### config.mk
export PLATFORM = sky130hd
export DESIGN_NAME = even_pipe
export DESIGN_NICKNAME = d
export VERILOG_FILES = /design/src/hdl/spu_data_pkg.sv /design/src/hdl/spu_isa_pkg.sv /design/src/hdl/even_decode.sv /design/src/hdl/even_pipe.sv /design/src/hdl/even_result.sv /design/src/hdl/even_shift_rotate.sv /design/src/hdl/even_simple_fixed.sv
export SDC_FILE = /design/constraint.sdc
export NUM_CORES = 2
export LEC_CHECK = 0
export ABC_AREA = 1
export BUFFER_PORTS_ARGS = -buffer_cell sky130_fd_sc_hd__buf_2
export CELL_PAD_IN_SITES_DETAIL_PLACEMENT = 0
export CELL_PAD_IN_SITES_GLOBAL_PLACEMENT = 2
export CORE_MARGIN = 2
export CORE_UTILIZATION = 34
export CTS_CLUSTER_DIAMETER = 40
export CTS_CLUSTER_SIZE = 16
export DETAILED_ROUTE_END_ITERATION = 16
export PLACE_DENSITY = 0.91
export SLEW_MARGIN = 20
export SYNTH_ARGS = -nofsm -noshare
export SYNTH_HDL_FRONTEND = slang
export SYNTH_SLANG_ARGS = --single-unit
### constraint.sdc
create_clock -name clk -period 3.53 [get_ports clk]
set_input_delay 0.1765 -clock clk [delete_from_list [all_inputs] [get_ports clk]]
set_output_delay 0.1765 -clock clk [all_outputs]
set_load 0.02 [all_outputs]
### src/hdl/spu_data_pkg.sv
`default_nettype none

package spu_data_pkg;

    parameter int BYTE     = 8;
    parameter int HALFWORD = 2 * BYTE;
    parameter int WORD     = 4 * BYTE;
    parameter int QUADWORD = 16 * BYTE;

    parameter int REG_ADDR_WIDTH = 7;
    parameter int IMM10_WIDTH    = 10;
    parameter int IMM7_WIDTH     = 7;

    typedef logic [REG_ADDR_WIDTH-1:0] reg_addr_t;

    // one register value, read as words or halfwords depending on the opcode
    // lane 0 sits in the most significant bits
    typedef union packed {
        logic [0:QUADWORD/WORD-1][WORD-1:0]         word;
        logic [0:QUADWORD/HALFWORD-1][HALFWORD-1:0] half;
    } quadword_u;

    typedef struct packed {
        logic       reg_wr_en;
        logic [1:0] unit_id;    // unit_id_e encoding
        reg_addr_t  rt_addr;
        quadword_u  rt_data;
    } writeback_t;

endpackage

`default_nettype wire

### src/hdl/spu_isa_pkg.sv
`default_nettype none

package spu_isa_pkg;

    parameter int INTERNAL_OPCODE_SIZE = 6;

    // opcode bits are {operation, halfword, immediate}
    // the operation field follows fx_op_e, with 14 and 15 for shift and rotate
    typedef enum logic [INTERNAL_OPCODE_SIZE-1:0] {
        ADD_WORD                      = 6'b0000_00,
        ADD_WORD_IMMEDIATE            = 6'b0000_01,
        ADD_HALFWORD                  = 6'b0000_10,
        ADD_HALFWORD_IMMEDIATE        = 6'b0000_11,
        SUBTRACT_FROM_WORD            = 6'b0001_00,
        SUBTRACT_FROM_WORD_IMMEDIATE  = 6'b0001_01,
        SUBTRACT_FROM_HALFWORD        = 6'b0001_10,
        SUBTRACT_FROM_HALFWORD_IMMEDIATE = 6'b0001_11,
        CARRY_GENERATE                = 6'b0010_00,
        BORROW_GENERATE               = 6'b0011_00,
        AND_REGISTER                  = 6'b0100_00,
        AND_WORD_IMMEDIATE            = 6'b0100_01,
        AND_HALFWORD_IMMEDIATE        = 6'b0100_11,
        AND_WITH_COMPLEMENT           = 6'b0101_00,
        OR_REGISTER                   = 6'b0110_00,
        OR_WORD_IMMEDIATE             = 6'b0110_01,
        OR_HALFWORD_IMMEDIATE         = 6'b0110_11,
        OR_WITH_COMPLEMENT            = 6'b0111_00,
        EXCLUSIVE_OR                  = 6'b1000_00,
        EXCLUSIVE_OR_WORD_IMMEDIATE   = 6'b1000_01,
        EXCLUSIVE_OR_HALFWORD_IMMEDIATE = 6'b1000_11,
        NAND_REGISTER                 = 6'b1001_00,
        NOR_REGISTER                  = 6'b1010_00,
        COMPARE_EQUAL_WORD            = 6'b1011_00,
        COMPARE_EQUAL_WORD_IMMEDIATE  = 6'b1011_01,
        COMPARE_EQUAL_HALFWORD        = 6'b1011_10,
        COMPARE_EQUAL_HALFWORD_IMMEDIATE = 6'b1011_11,
        COMPARE_GREATER_THAN_WORD     = 6'b1100_00,
        COMPARE_GREATER_THAN_WORD_IMMEDIATE = 6'b1100_01,
        COMPARE_GREATER_THAN_HALFWORD = 6'b1100_10,
        COMPARE_GREATER_THAN_HALFWORD_IMMEDIATE = 6'b1100_11,
        COMPARE_LOGICAL_GREATER_THAN_WORD = 6'b1101_00,
        COMPARE_LOGICAL_GREATER_THAN_WORD_IMMEDIATE = 6'b1101_01,
        COMPARE_LOGICAL_GREATER_THAN_HALFWORD = 6'b1101_10,
        COMPARE_LOGICAL_GREATER_THAN_HALFWORD_IMMEDIATE = 6'b1101_11,
        SHIFT_LEFT_WORD               = 6'b1110_00,
        SHIFT_LEFT_WORD_IMMEDIATE     = 6'b1110_01,
        SHIFT_LEFT_HALFWORD           = 6'b1110_10,
        SHIFT_LEFT_HALFWORD_IMMEDIATE = 6'b1110_11,
        ROTATE_WORD                   = 6'b1111_00,
        ROTATE_WORD_IMMEDIATE         = 6'b1111_01,
        ROTATE_HALFWORD               = 6'b1111_10,
        ROTATE_HALFWORD_IMMEDIATE     = 6'b1111_11
    } opcode_e;

    typedef enum logic [1:0] {
        SIMPLE_FIXED_1 = 2'd0,  // add, logic and compare
        SIMPLE_FIXED_2 = 2'd1,  // shift and rotate
        NO_UNIT        = 2'd3
    } unit_id_e;

    typedef enum logic [3:0] {
        ADD, SUB_FROM, CARRY, BORROW, AND, ANDC, OR, ORC, XOR, NAND, NOR, CEQ, CGT, CLGT
    } fx_op_e;

    typedef enum logic [1:0] {
        SHL,
        ROT
    } sr_op_e;

    typedef struct packed {
        logic                    valid;
        unit_id_e                unit_id;
        fx_op_e                  fx_op;
        sr_op_e                  sr_op;
        logic                    halfword;  // eight lanes instead of four
        spu_data_pkg::reg_addr_t rt_addr;
    } even_ctrl_t;

endpackage

`default_nettype wire

### src/hdl/even_decode.sv
`default_nettype none
`timescale 1ns/100ps

module even_decode (
    input  wire logic                                 clk,
    input  wire logic                                 arst_n,
    input  wire logic                                 issue,
    input  wire spu_isa_pkg::opcode_e                 opcode,
    input  wire spu_data_pkg::quadword_u              ra,
    input  wire spu_data_pkg::quadword_u              rb,
    input  wire logic [spu_data_pkg::IMM10_WIDTH-1:0] imm10,
    input  wire logic [spu_data_pkg::IMM7_WIDTH-1:0]  imm7,
    input  wire spu_data_pkg::reg_addr_t              rt_addr,
    output spu_isa_pkg::even_ctrl_t                   ctrl,
    output spu_data_pkg::quadword_u                   op_a,
    output spu_data_pkg::quadword_u                   op_b
);

    spu_isa_pkg::fx_op_e               op_sel;
    logic                              half;
    logic                              imm;
    logic                              sr_sel;
    logic                              kept;
    logic [spu_data_pkg::HALFWORD-1:0] imm_h;
    logic [spu_data_pkg::WORD-1:0]     imm_w;
    spu_isa_pkg::even_ctrl_t           dec;
    spu_data_pkg::quadword_u           operand_b;

    assign op_sel = spu_isa_pkg::fx_op_e'(opcode[5:2]);
    assign half   = opcode[1];
    assign imm    = opcode[0];
    assign sr_sel = opcode[5:3] == 3'b111;  // operations 14 and 15

    always_comb begin
        case (op_sel)
            spu_isa_pkg::CARRY, spu_isa_pkg::BORROW, spu_isa_pkg::ANDC,
            spu_isa_pkg::ORC, spu_isa_pkg::NAND, spu_isa_pkg::NOR:
                kept = !half && !imm;  // word register form only
            spu_isa_pkg::AND, spu_isa_pkg::OR, spu_isa_pkg::XOR:
                kept = !half || imm;   // register form is lane independent
            default:
                kept = 1'b1;
        endcase
    end

    always_comb begin
        dec          = '0;
        dec.valid    = issue && kept;
        dec.halfword = half;
        dec.rt_addr  = rt_addr;
        if (!kept) begin
            dec.unit_id = spu_isa_pkg::NO_UNIT;
        end else if (sr_sel) begin
            dec.unit_id = spu_isa_pkg::SIMPLE_FIXED_2;
        end else begin
            dec.unit_id = spu_isa_pkg::SIMPLE_FIXED_1;
        end
        if (sr_sel) begin
            dec.sr_op = spu_isa_pkg::sr_op_e'({1'b0, opcode[2]});
        end else begin
            dec.fx_op = op_sel;
        end
    end

    // immediate operand replicated into every lane
    always_comb begin
        if (sr_sel) begin
            imm_h = {10'd0, imm7[5:0]};  // shift count
            imm_w = {26'd0, imm7[5:0]};
        end else begin
            imm_h = {{6{imm10[9]}}, imm10};
            imm_w = {{22{imm10[9]}}, imm10};
        end
        operand_b = rb;
        if (imm && half) begin
            operand_b.half = {8{imm_h}};
        end else if (imm) begin
            operand_b.word = {4{imm_w}};
        end
    end

    always_ff @(posedge clk or negedge arst_n) begin
        if (!arst_n) begin
            ctrl <= '0;
        end else begin
            ctrl <= dec;
        end
    end

    always_ff @(posedge clk) begin
        op_a <= ra;
        op_b <= operand_b;
    end

    // an issued slot must carry a known opcode
    assert property (@(posedge clk) disable iff (!arst_n) issue |-> !$isunknown(opcode))
        else $error("even_decode: unknown opcode while issue is high");

endmodule

`default_nettype wire

### src/hdl/even_pipe.sv
`default_nettype none
`timescale 1ns/100ps

module even_pipe (
    input  wire logic                                 clk,
    input  wire logic                                 arst_n,
    input  wire logic                                 issue,
    input  wire spu_isa_pkg::opcode_e                 opcode,
    input  wire spu_data_pkg::quadword_u              ra,
    input  wire spu_data_pkg::quadword_u              rb,
    input  wire logic [spu_data_pkg::IMM10_WIDTH-1:0] imm10,
    input  wire logic [spu_data_pkg::IMM7_WIDTH-1:0]  imm7,
    input  wire spu_data_pkg::reg_addr_t              rt_addr,
    output spu_data_pkg::writeback_t                  wb
);

    spu_isa_pkg::even_ctrl_t dec_ctrl;
    spu_isa_pkg::even_ctrl_t fx_ctrl;
    spu_isa_pkg::even_ctrl_t sr_ctrl;
    spu_data_pkg::quadword_u op_a;
    spu_data_pkg::quadword_u op_b;
    spu_data_pkg::quadword_u fx_result;
    spu_data_pkg::quadword_u sr_result;

    even_decode decode_i (
        .clk     (clk),
        .arst_n  (arst_n),
        .issue   (issue),
        .opcode  (opcode),
        .ra      (ra),
        .rb      (rb),
        .imm10   (imm10),
        .imm7    (imm7),
        .rt_addr (rt_addr),
        .ctrl    (dec_ctrl),
        .op_a    (op_a),
        .op_b    (op_b)
    );

    even_simple_fixed simple_fixed_i (
        .clk      (clk),
        .arst_n   (arst_n),
        .ctrl_in  (dec_ctrl),
        .op_a     (op_a),
        .op_b     (op_b),
        .ctrl_out (fx_ctrl),
        .result   (fx_result)
    );

    even_shift_rotate shift_rotate_i (
        .clk      (clk),
        .arst_n   (arst_n),
        .ctrl_in  (dec_ctrl),
        .op_a     (op_a),
        .op_b     (op_b),
        .ctrl_out (sr_ctrl),
        .result   (sr_result)
    );

    even_result result_i (
        .clk       (clk),
        .arst_n    (arst_n),
        .fx_ctrl   (fx_ctrl),
        .sr_ctrl   (sr_ctrl),
        .fx_result (fx_result),
        .sr_result (sr_result),
        .wb        (wb)
    );

endmodule

`default_nettype wire

### src/hdl/even_result.sv
`default_nettype none
`timescale 1ns/100ps

module even_result (
    input  wire logic                    clk,
    input  wire logic                    arst_n,
    input  wire spu_isa_pkg::even_ctrl_t fx_ctrl,
    input  wire spu_isa_pkg::even_ctrl_t sr_ctrl,
    input  wire spu_data_pkg::quadword_u fx_result,
    input  wire spu_data_pkg::quadword_u sr_result,
    output spu_data_pkg::writeback_t     wb
);

    spu_isa_pkg::even_ctrl_t  sel_ctrl;
    spu_data_pkg::writeback_t wb_next;

    always_comb begin
        sel_ctrl        = fx_ctrl;
        wb_next         = '0;
        wb_next.rt_data = fx_result;
        if (fx_ctrl.unit_id == spu_isa_pkg::SIMPLE_FIXED_2) begin
            sel_ctrl        = sr_ctrl;
            wb_next.rt_data = sr_result;
        end
        wb_next.reg_wr_en = sel_ctrl.valid;
        wb_next.unit_id   = sel_ctrl.unit_id;
        wb_next.rt_addr   = sel_ctrl.rt_addr;
        if (!sel_ctrl.valid)
            wb_next.rt_data = '0;  // idle slot
    end

    always_ff @(posedge clk or negedge arst_n) begin
        if (!arst_n) begin
            wb <= '0;
        end else begin
            wb <= wb_next;
        end
    end

    // both execute units carry the same instruction each cycle
    assert property (@(posedge clk) disable iff (!arst_n) fx_ctrl == sr_ctrl)
        else $error("even_result: execute unit controls disagree");

endmodule

`default_nettype wire

### src/hdl/even_shift_rotate.sv
`default_nettype none
`timescale 1ns/100ps

module even_shift_rotate (
    input  wire logic                    clk,
    input  wire logic                    arst_n,
    input  wire spu_isa_pkg::even_ctrl_t ctrl_in,
    input  wire spu_data_pkg::quadword_u op_a,
    input  wire spu_data_pkg::quadword_u op_b,
    output spu_isa_pkg::even_ctrl_t      ctrl_out,
    output spu_data_pkg::quadword_u      result
);

    spu_data_pkg::quadword_u               res;
    logic [2*spu_data_pkg::HALFWORD-1:0]   rot_h;
    logic [2*spu_data_pkg::WORD-1:0]       rot_w;
    logic                                  rotate;

    assign rotate = ctrl_in.sr_op == spu_isa_pkg::ROT;

    // rotate takes the upper half of the lane doubled and shifted
    // shift counts at or above the lane width push every bit out
    always_comb begin
        res   = '0;
        rot_h = '0;
        rot_w = '0;
        if (ctrl_in.halfword) begin
            for (int i = 0; i < 8; i++) begin
                rot_h       = {op_a.half[i], op_a.half[i]} << op_b.half[i][3:0];
                res.half[i] = rotate ? rot_h[31:16]
                                     : op_a.half[i] << op_b.half[i][4:0];
            end
        end else begin
            for (int i = 0; i < 4; i++) begin
                rot_w       = {op_a.word[i], op_a.word[i]} << op_b.word[i][4:0];
                res.word[i] = rotate ? rot_w[63:32]
                                     : op_a.word[i] << op_b.word[i][5:0];
            end
        end
    end

    always_ff @(posedge clk or negedge arst_n) begin
        if (!arst_n) begin
            ctrl_out <= '0;
        end else begin
            ctrl_out <= ctrl_in;
        end
    end

    always_ff @(posedge clk) begin
        result <= res;
    end

endmodule

`default_nettype wire

### src/hdl/even_simple_fixed.sv
`default_nettype none
`timescale 1ns/100ps

module even_simple_fixed (
    input  wire logic                    clk,
    input  wire logic                    arst_n,
    input  wire spu_isa_pkg::even_ctrl_t ctrl_in,
    input  wire spu_data_pkg::quadword_u op_a,
    input  wire spu_data_pkg::quadword_u op_b,
    output spu_isa_pkg::even_ctrl_t      ctrl_out,
    output spu_data_pkg::quadword_u      result
);

    spu_data_pkg::quadword_u       res;
    logic [spu_data_pkg::WORD-1:0] lane;
    logic                          sign_ext;

    // one word lane, halfword lanes arrive already extended
    function automatic logic [spu_data_pkg::WORD-1:0] fx_lane(
        input spu_isa_pkg::fx_op_e           op,
        input logic [spu_data_pkg::WORD-1:0] a,
        input logic [spu_data_pkg::WORD-1:0] b
    );
        logic [spu_data_pkg::WORD:0]   sum;
        logic [spu_data_pkg::WORD-1:0] r;
        sum = {1'b0, a} + {1'b0, b};
        r   = '0;
        case (op)
            spu_isa_pkg::ADD:      r = sum[spu_data_pkg::WORD-1:0];
            spu_isa_pkg::SUB_FROM: r = b - a;
            spu_isa_pkg::CARRY:    r[0] = sum[spu_data_pkg::WORD];
            spu_isa_pkg::BORROW:   r[0] = b >= a;
            spu_isa_pkg::AND:      r = a & b;
            spu_isa_pkg::ANDC:     r = a & ~b;
            spu_isa_pkg::OR:       r = a | b;
            spu_isa_pkg::ORC:      r = a | ~b;
            spu_isa_pkg::XOR:      r = a ^ b;
            spu_isa_pkg::NAND:     r = ~(a & b);
            spu_isa_pkg::NOR:      r = ~(a | b);
            spu_isa_pkg::CEQ:      r[0] = a == b;
            spu_isa_pkg::CGT:      r[0] = $signed(a) > $signed(b);
            spu_isa_pkg::CLGT:     r[0] = a > b;
            default:               r = '0;
        endcase
        return r;
    endfunction

    assign sign_ext = ctrl_in.fx_op == spu_isa_pkg::CGT;  // only the signed compare

    always_comb begin
        res  = '0;
        lane = '0;
        if (ctrl_in.halfword) begin
            for (int i = 0; i < 8; i++) begin
                lane = fx_lane(ctrl_in.fx_op,
                               {{16{sign_ext & op_a.half[i][15]}}, op_a.half[i]},
                               {{16{sign_ext & op_b.half[i][15]}}, op_b.half[i]});
                res.half[i] = lane[15:0];
            end
        end else begin
            for (int i = 0; i < 4; i++) begin
                res.word[i] = fx_lane(ctrl_in.fx_op, op_a.word[i], op_b.word[i]);
            end
        end
    end

    always_ff @(posedge clk or negedge arst_n) begin
        if (!arst_n) begin
            ctrl_out <= '0;
        end else begin
            ctrl_out <= ctrl_in;
        end
    end

    always_ff @(posedge clk) begin
        result <= res;
    end

    // decode never produces halfword carry or borrow
    assert property (@(posedge clk) disable iff (!arst_n)
        ctrl_in.valid && ctrl_in.halfword
            |-> !(ctrl_in.fx_op inside {spu_isa_pkg::CARRY, spu_isa_pkg::BORROW}))
        else $error("even_simple_fixed: halfword carry or borrow reached the unit");

endmodule

`default_nettype wire

Word-level counts from Yosys, hierarchy flattened

Index checks and enable logic that the tools add are counted.

Register bits after elaboration: 676

Add/sub/neg operators: 24
$lt $le $gt $ge: 36
Equal/unequal tests: 37
Shift operators: 24
Mux-type cells: 49
Bitwise operators: 112
Reduce and logical (&&, ||, !) cells: 9

Operators by type and width:

| kind                                          | count |
|---|---|
| 31-bit case mux with 9 select lines           | 4 |
| 15-bit case mux with 9 select lines           | 8 |
| 128-bit two-way mux                           | 6 |
| 32-bit greater-than comparator                | 16 |
| 32-bit by 32-bit adder with 33-bit output     | 12 |
| 32-bit == test                                | 12 |
| 32-bit greater-or-equal comparator            | 12 |
| 16-bit inverter                               | 24 |
| 32-bit inverter                               | 12 |
| 16-bit bitwise AND                            | 16 |
| 32-bit bitwise AND                            | 8 |
| 16-bit OR                                     | 16 |
| 32-bit OR                                     | 8 |
| 32-bit by 4-bit left shift with 32-bit output | 8 |
| 64-bit by 5-bit left shift with 64-bit output | 4 |
| 1-bit case mux with 14 select lines           | 12 |
| 32-bit two-way mux                            | 5 |
| 16-bit two-way mux                            | 9 |
| 17-bit greater-than comparator                | 8 |
| 16-bit by 5-bit left shift with 16-bit output | 8 |
| 32-bit by 6-bit left shift with 32-bit output | 4 |
| 16-bit subtractor                             | 8 |
| 32-bit subtractor                             | 4 |
| 16-bit bitwise XOR                            | 8 |
| other kinds (19)                              | 59 |

Longest topological paths before layout

Depth after elaboration: 5
Depth in mapped cells: 21
Gate-level depth less buffers: 20

Cells and area by module

A second synthesis with hierarchy kept.

Cell total of the unflattened synthesis: 11774
Area total of the unflattened synthesis: 69375.3 sq um

Modules (own cells, without submodules):

| module            | instances | cells each | area each (sq um) | seq. area each (sq um) |
|---|---|---|---|---|
| even_simple_fixed | 1         | 6653       | 37384.6           | 2987.9 |
| even_shift_rotate | 1         | 3582       | 18331.3           | 2987.9 |
| even_decode       | 1         | 674        | 7239.4            | 5525.3 |
| even_result       | 1         | 865        | 6419.9            | 3453.3 |

Worst setup path after synthesis

Ideal clock, no wire load.

Path type: register to register
From: register decode_i.ctrl[11] (netlist name)
To: register simple_fixed_i.result[96] (netlist name)
Data arrival time: 2.685 ns
Required time: 3.419 ns
Setup slack: 0.734 ns
Cell stages (with the launch flop): 19
Clock period less this slack: 2.796 ns
Path through: dfrtp_1 -> nor2_2 -> inv_1 -> nor2_4 -> inv_1 -> buf_2 -> buf_1 -> nor2_1 -> inv_1 -> ha_1 -> nand2_1 -> nor3_1 -> nand4_1 -> nand3_1 -> nand2_1 -> nand3_1 -> nand3_1 -> nand2_1 -> nor2_1

RTL lines:

| item                   | line                    | text |
|---|---|---|
| start, declared        | even_decode.sv:14       | `output spu_isa_pkg::even_ctrl_t ctrl,` |
| start signal, assigned | even_decode.sv:84       | `ctrl <= '0;` |
| start signal, assigned | even_decode.sv:86       | `ctrl <= dec;` |
| end signal, assigned   | even_simple_fixed.sv:76 | `result <= res;` |
| end, declared          | even_simple_fixed.sv:11 | `output spu_data_pkg::quadword_u result` |

==> results summary <==
The flow ran to the end, and the final reports show no timing, DRC or antenna violations. The worst hold path passes through 2 cells. After detailed routing, the average wire length per cell comes to 26.79 µm. The layout-stage area growth over the synthesis result is 24.49%. The fraction of synthesis flops using an asynchronous set or reset pin came out at 0.2426. The worst slew margin relative to its limit came out at 0.2827.

After clock tree synthesis, the clock-pin slew on the worst setup and hold paths is 0.05 ns. The width of the chip came out at 443.0 µm. The total power came out at 0.03723 W.

By instance count, the cell type seen most on the critical path is sky130_fd_sc_hd__nand2_1. In this run the mean area of a mapped cell was 5.945 µm². The power spent charging and discharging nets is 0.01582 W. Clock latency on the worst-skew pair, taken at its later pin, is 0.86 ns.

The buffer and inverter count on the worst path came out at 2. The part of the power in combinational logic came out at 0.362. The max-cap violation count is 0. The maximum fanout count along the critical path is 10. Across the routed clock network, the largest skew measured is 0.05892 ns. The sum of net half-perimeters after detailed placement is 299600 µm. The global-route congestion overflow total came out at 0.

The slew at the pin closest to its max-slew limit came out at 1.065 ns. The worst register-to-register path ends at simple_fixed_i.result[112]. The starting utilization of the core area is 0.3413. The via count of the first global-routing pass came out at 76940. The global-route wire length before repair is 548100 µm. For the worst setup path, the data required time is 4.22 ns. The library cell used most frequently in the layout, excluding fill and tap cells, is sky130_fd_sc_hd__nand2_1. The H-tree was split into 4 levels.

The final total negative setup slack came out at 0 ns. STA classifies the critical path endpoint as a flip-flop. The core utilization of the finished layout came out at 0.4248.

The number of iterations in the first detailed-routing pass came out at 8. The worst setup path is launched from a flip-flop. The share of layout cells above drive strength 1 came out at 0.09928. The clock network fraction of total power is 0.391.

The number of nets at the end of the flow is 12750. The number of max-slew violations in the final report came to 0. The total clock sinks came out at 676. The number of violations reported at the end of detailed-routing iteration 0 is 9176. The number of setup buffers added after CTS is 0. On the critical path, the stage with the largest delay is an instance of sky130_fd_sc_hd__dfxtp_1. The number of standard cells after synthesis is 11020. Cell internal power was estimated by the tool at 0.02141 W. During synthesis, Yosys emitted a total of 0 warnings. The die extent in y is 443.0 µm. The post-route DRC violation count came out at 0. The minimum clock period after layout came out at 3.331 ns. Setup repair after global routing left no endpoint under its margin.

The register bit total from synthesis came out at 676. The placeable core region came out at 0.1920 mm². In this run the most critical hold path is launched from ra[24].

After floorplanning, the core was divided into 161 placement rows. Static timing analysis puts the maximum clock frequency at 300.2 MHz. The sequential area share after synthesis came out at 0.2191. The top cell family by delay on the critical path is compound AO/OA/AOI/OAI gates. The buffer type at the clock tree root is sky130_fd_sc_hd__clkbuf_16. The arrival time of data at the critical path endpoint is 4.02 ns. The total routing resource utilization after global routing came out at 0.3810.

The die outline area is 0.1962 mm². The path category of the worst min-delay check is in -> reg. The total of endpoints with negative setup slack in the final report came out at 0. The number of unique standard cell types used by synthesis came out at 68. The largest single stage delay on the critical path is 0.51 ns. The number of vias per cell is 5.604.

The placer's final routability congestion estimate is 1.023. Among all flip-flop cells after synthesis, the most frequent one is sky130_fd_sc_hd__dfxtp_1. The number of antenna violations at the first check in global routing is 20. The number of buffer cells added on primary ports came out at 425. The fraction of the cycle the final worst path needs came out at 0.9436.

Across the VDD grid, the largest voltage drop is 0.4376 mV. The largest net degree at the start of global routing came out at 83. The number of hold-slack violations in the final timing report came to 0. The critical path goes through inv_1 > ha_1 > clkinv_1 > a21oi_1 > nand2_1 > a21oi_1 > nand2_1 > nand2_1 > nand2_1 > o21ai_0 > nand3_1 > nand2_1 > nand2_1. The sequential cell fraction of total power came out at 0.247. The count of flip-flops with a built-in enable after synthesis is 0. The number of nets handed over by synthesis was 11860. The aggregate routed wire length came out at 390500 µm. The count of pins on the block boundary came out at 427. TritonCTS built the clock tree.

The number of nets still failing antenna checks after routing came out at 0. The path with the worst hold slack has its endpoint at decode_i.op_a[24]. The register-to-register path setup slack came out at 0.20 ns. The post-synthesis instance area is 0.06551 mm². The switching fraction of total power came out at 0.4250. By startpoint and endpoint, the worst setup path is classified as reg -> reg. After routing the design area is 0.08155 mm². The vias after detailed routing came out at 81690. The power density relative to cell area came out at 456.6 mW/mm². The library cells used most frequently in the layout, excluding fill and tap cells, are sky130_fd_sc_hd__nand2_1, sky130_fd_sc_hd__o21ai_0, sky130_fd_sc_hd__nor2_1. The number of buffers created by CTS is 150.

The leakage power of the design is 40.42 nW. The area of placed instances came out at 0.07177 mm². The startpoint identified for the worst register-to-register timing path is decode_i.op_a[123].

The maximum buffer depth of the clock tree came out at 3. The number of cells on the worst reg-to-reg path is 13.
-- metal layers --
layer	vias up	GRT usage	wire length [µm]
li1	38060	-	-
met1	38640	0.4898	162700
met2	4081	0.6020	172000
met3	893	0.05795	29310
met4	14	0.2265	26340
met5	-	0	103
-- Yosys cell counts (10+ instances only) --
master | count | share of area
sky130_fd_sc_hd__or2_1 | 10 | 0.00095
sky130_fd_sc_hd__dfrtp_1 | 164 | 0.063
sky130_fd_sc_hd__mux2i_1 | 78 | 0.012
sky130_fd_sc_hd__inv_2 | 16 | 0.00092
sky130_fd_sc_hd__fa_1 | 16 | 0.0049
sky130_fd_sc_hd__nor3_1 | 102 | 0.0078
sky130_fd_sc_hd__a31oi_1 | 16 | 0.0015
sky130_fd_sc_hd__clkinv_1 | 12 | 0.00069
sky130_fd_sc_hd__nand3b_1 | 13 | 0.0015
sky130_fd_sc_hd__nor2_1 | 1138 | 0.065
sky130_fd_sc_hd__ha_1 | 532 | 0.10
sky130_fd_sc_hd__clkbuf_1 | 209 | 0.012
sky130_fd_sc_hd__a21oi_1 | 719 | 0.055
sky130_fd_sc_hd__a21o_1 | 12 | 0.0014
sky130_fd_sc_hd__buf_1 | 56 | 0.0032
sky130_fd_sc_hd__or2_2 | 47 | 0.0045
sky130_fd_sc_hd__inv_1 | 1138 | 0.065
sky130_fd_sc_hd__a221oi_1 | 36 | 0.0048
sky130_fd_sc_hd__buf_2 | 208 | 0.016
sky130_fd_sc_hd__dfxtp_1 | 512 | 0.16
sky130_fd_sc_hd__a211oi_1 | 28 | 0.0032
sky130_fd_sc_hd__nand3_1 | 762 | 0.058
sky130_fd_sc_hd__o21bai_1 | 59 | 0.0068
sky130_fd_sc_hd__o211ai_1 | 57 | 0.0065
sky130_fd_sc_hd__o2111ai_1 | 36 | 0.0048
sky130_fd_sc_hd__o22ai_1 | 162 | 0.015
sky130_fd_sc_hd__o31ai_1 | 12 | 0.0014
sky130_fd_sc_hd__a2111oi_0 | 27 | 0.0036
sky130_fd_sc_hd__o21ai_0 | 1253 | 0.096
sky130_fd_sc_hd__o221ai_1 | 38 | 0.0051
sky130_fd_sc_hd__buf_4 | 28 | 0.0032
sky130_fd_sc_hd__nand2_1 | 3210 | 0.18
sky130_fd_sc_hd__nand4_1 | 70 | 0.0067
sky130_fd_sc_hd__o21ai_1 | 72 | 0.0055
sky130_fd_sc_hd__and2_1 | 15 | 0.0014
sky130_fd_sc_hd__nor4_1 | 28 | 0.0027
sky130_fd_sc_hd__o21a_1 | 26 | 0.0030
sky130_fd_sc_hd__buf_6 | 27 | 0.0046
-- state kept, by name, summed over array words and instances (netlist names) --
register                 flops
decode_i.ctrl               16
decode_i.op_a              128
decode_i.op_b              128
result_i.wb                138
shift_rotate_i.ctrl_out     10
shift_rotate_i.result      128
simple_fixed_i.result      128
-- worst reg2reg max path, cell delays in order (launching register included) --
cell                       delay [ns]
sky130_fd_sc_hd__dfxtp_1         0.51
sky130_fd_sc_hd__inv_1           0.20
sky130_fd_sc_hd__ha_1            0.36
sky130_fd_sc_hd__clkinv_1        0.31
sky130_fd_sc_hd__a21oi_1         0.50
sky130_fd_sc_hd__nand2_1         0.22
sky130_fd_sc_hd__a21oi_1         0.41
sky130_fd_sc_hd__nand2_1         0.11
sky130_fd_sc_hd__nand2_1         0.09
sky130_fd_sc_hd__nand2_1         0.06
sky130_fd_sc_hd__o21ai_0         0.14
sky130_fd_sc_hd__nand3_1         0.14
sky130_fd_sc_hd__nand2_1         0.09
sky130_fd_sc_hd__nand2_1         0.05
-- cell type report --
class	instances	area [µm²]
diodes	13	32.53
clock buffers	187	4055
clock inverters	91	1205
fillers	20780	110400
inverters	1166	4395
multi-input cells	8646	44320
flip-flops and latches	676	14370
well taps	2526	3161
repair buffers	1271	10020
-- metrics by stage --
step,cells,worst slack [ns],hold slack [ns]
2_1_floorplan,11020,0.7338,-0.1191
3_3_place_gp,13840,0.3460,0.2490
3_5_place_dp,13840,0.3531,0.2637
4_1_cts,14560,0.2772,0.002616
5_1_grt,14570,0.07925,0.03246
6_report,14580,0.1991,0.04289
-- logic make-up after synthesis --
group,Yosys count,share of synthesized area
AND/OR/NAND/NOR,5421,0.3360
buffers and inverters,1698,0.1060
adder cells (fa/ha/maj),548,0.1065
AO/OA/AOI/OAI,2593,0.2197
multiplexers,78,0.01192
flip-flops,676,0.2191
XOR/XNOR,6,0.0008021
-- worst max-delay path by stage --
| stage | start | cells after the start | end |
|---|---|---|---|
| 4_1_cts | decode_i.op_a[123] | 13 | simple_fixed_i.result[112] |
| 5_1_grt | decode_i.op_a[123] | 13 | simple_fixed_i.result[112] |
| 6_report | decode_i.op_a[123] | 13 | simple_fixed_i.result[112] |
| 3_3_place_gp | decode_i.op_a[51] | 15 | simple_fixed_i.result[54] |
| 2_1_floorplan | decode_i.ctrl[11] | 18 | simple_fixed_i.result[96] |
| 3_5_place_dp | decode_i.op_a[123] | 13 | simple_fixed_i.result[112] |
-- power by group through the flow --
stage | Combinational, W | Clock (W) | Sequential, W
finish | 0.0135 | 0.0146 | 0.00918
detailed placement | 0.0126 | 0 | 0.00930
global route | 0.0145 | 0.0151 | 0.00923
floorplan | 0.00736 | 0 | 0.00915
global placement | 0.0127 | 0 | 0.00929
CTS | 0.0131 | 0.0147 | 0.00916
-- repair_timing --
item                                    4_1_cts  5_1_grt
endpoints found under the setup margin        0        0
hold endpoints to repair                    402        0
hold buffers                                448        0
gates resized for setup                       0        0
No activity file was read; power rests on OpenSTA's default activity.
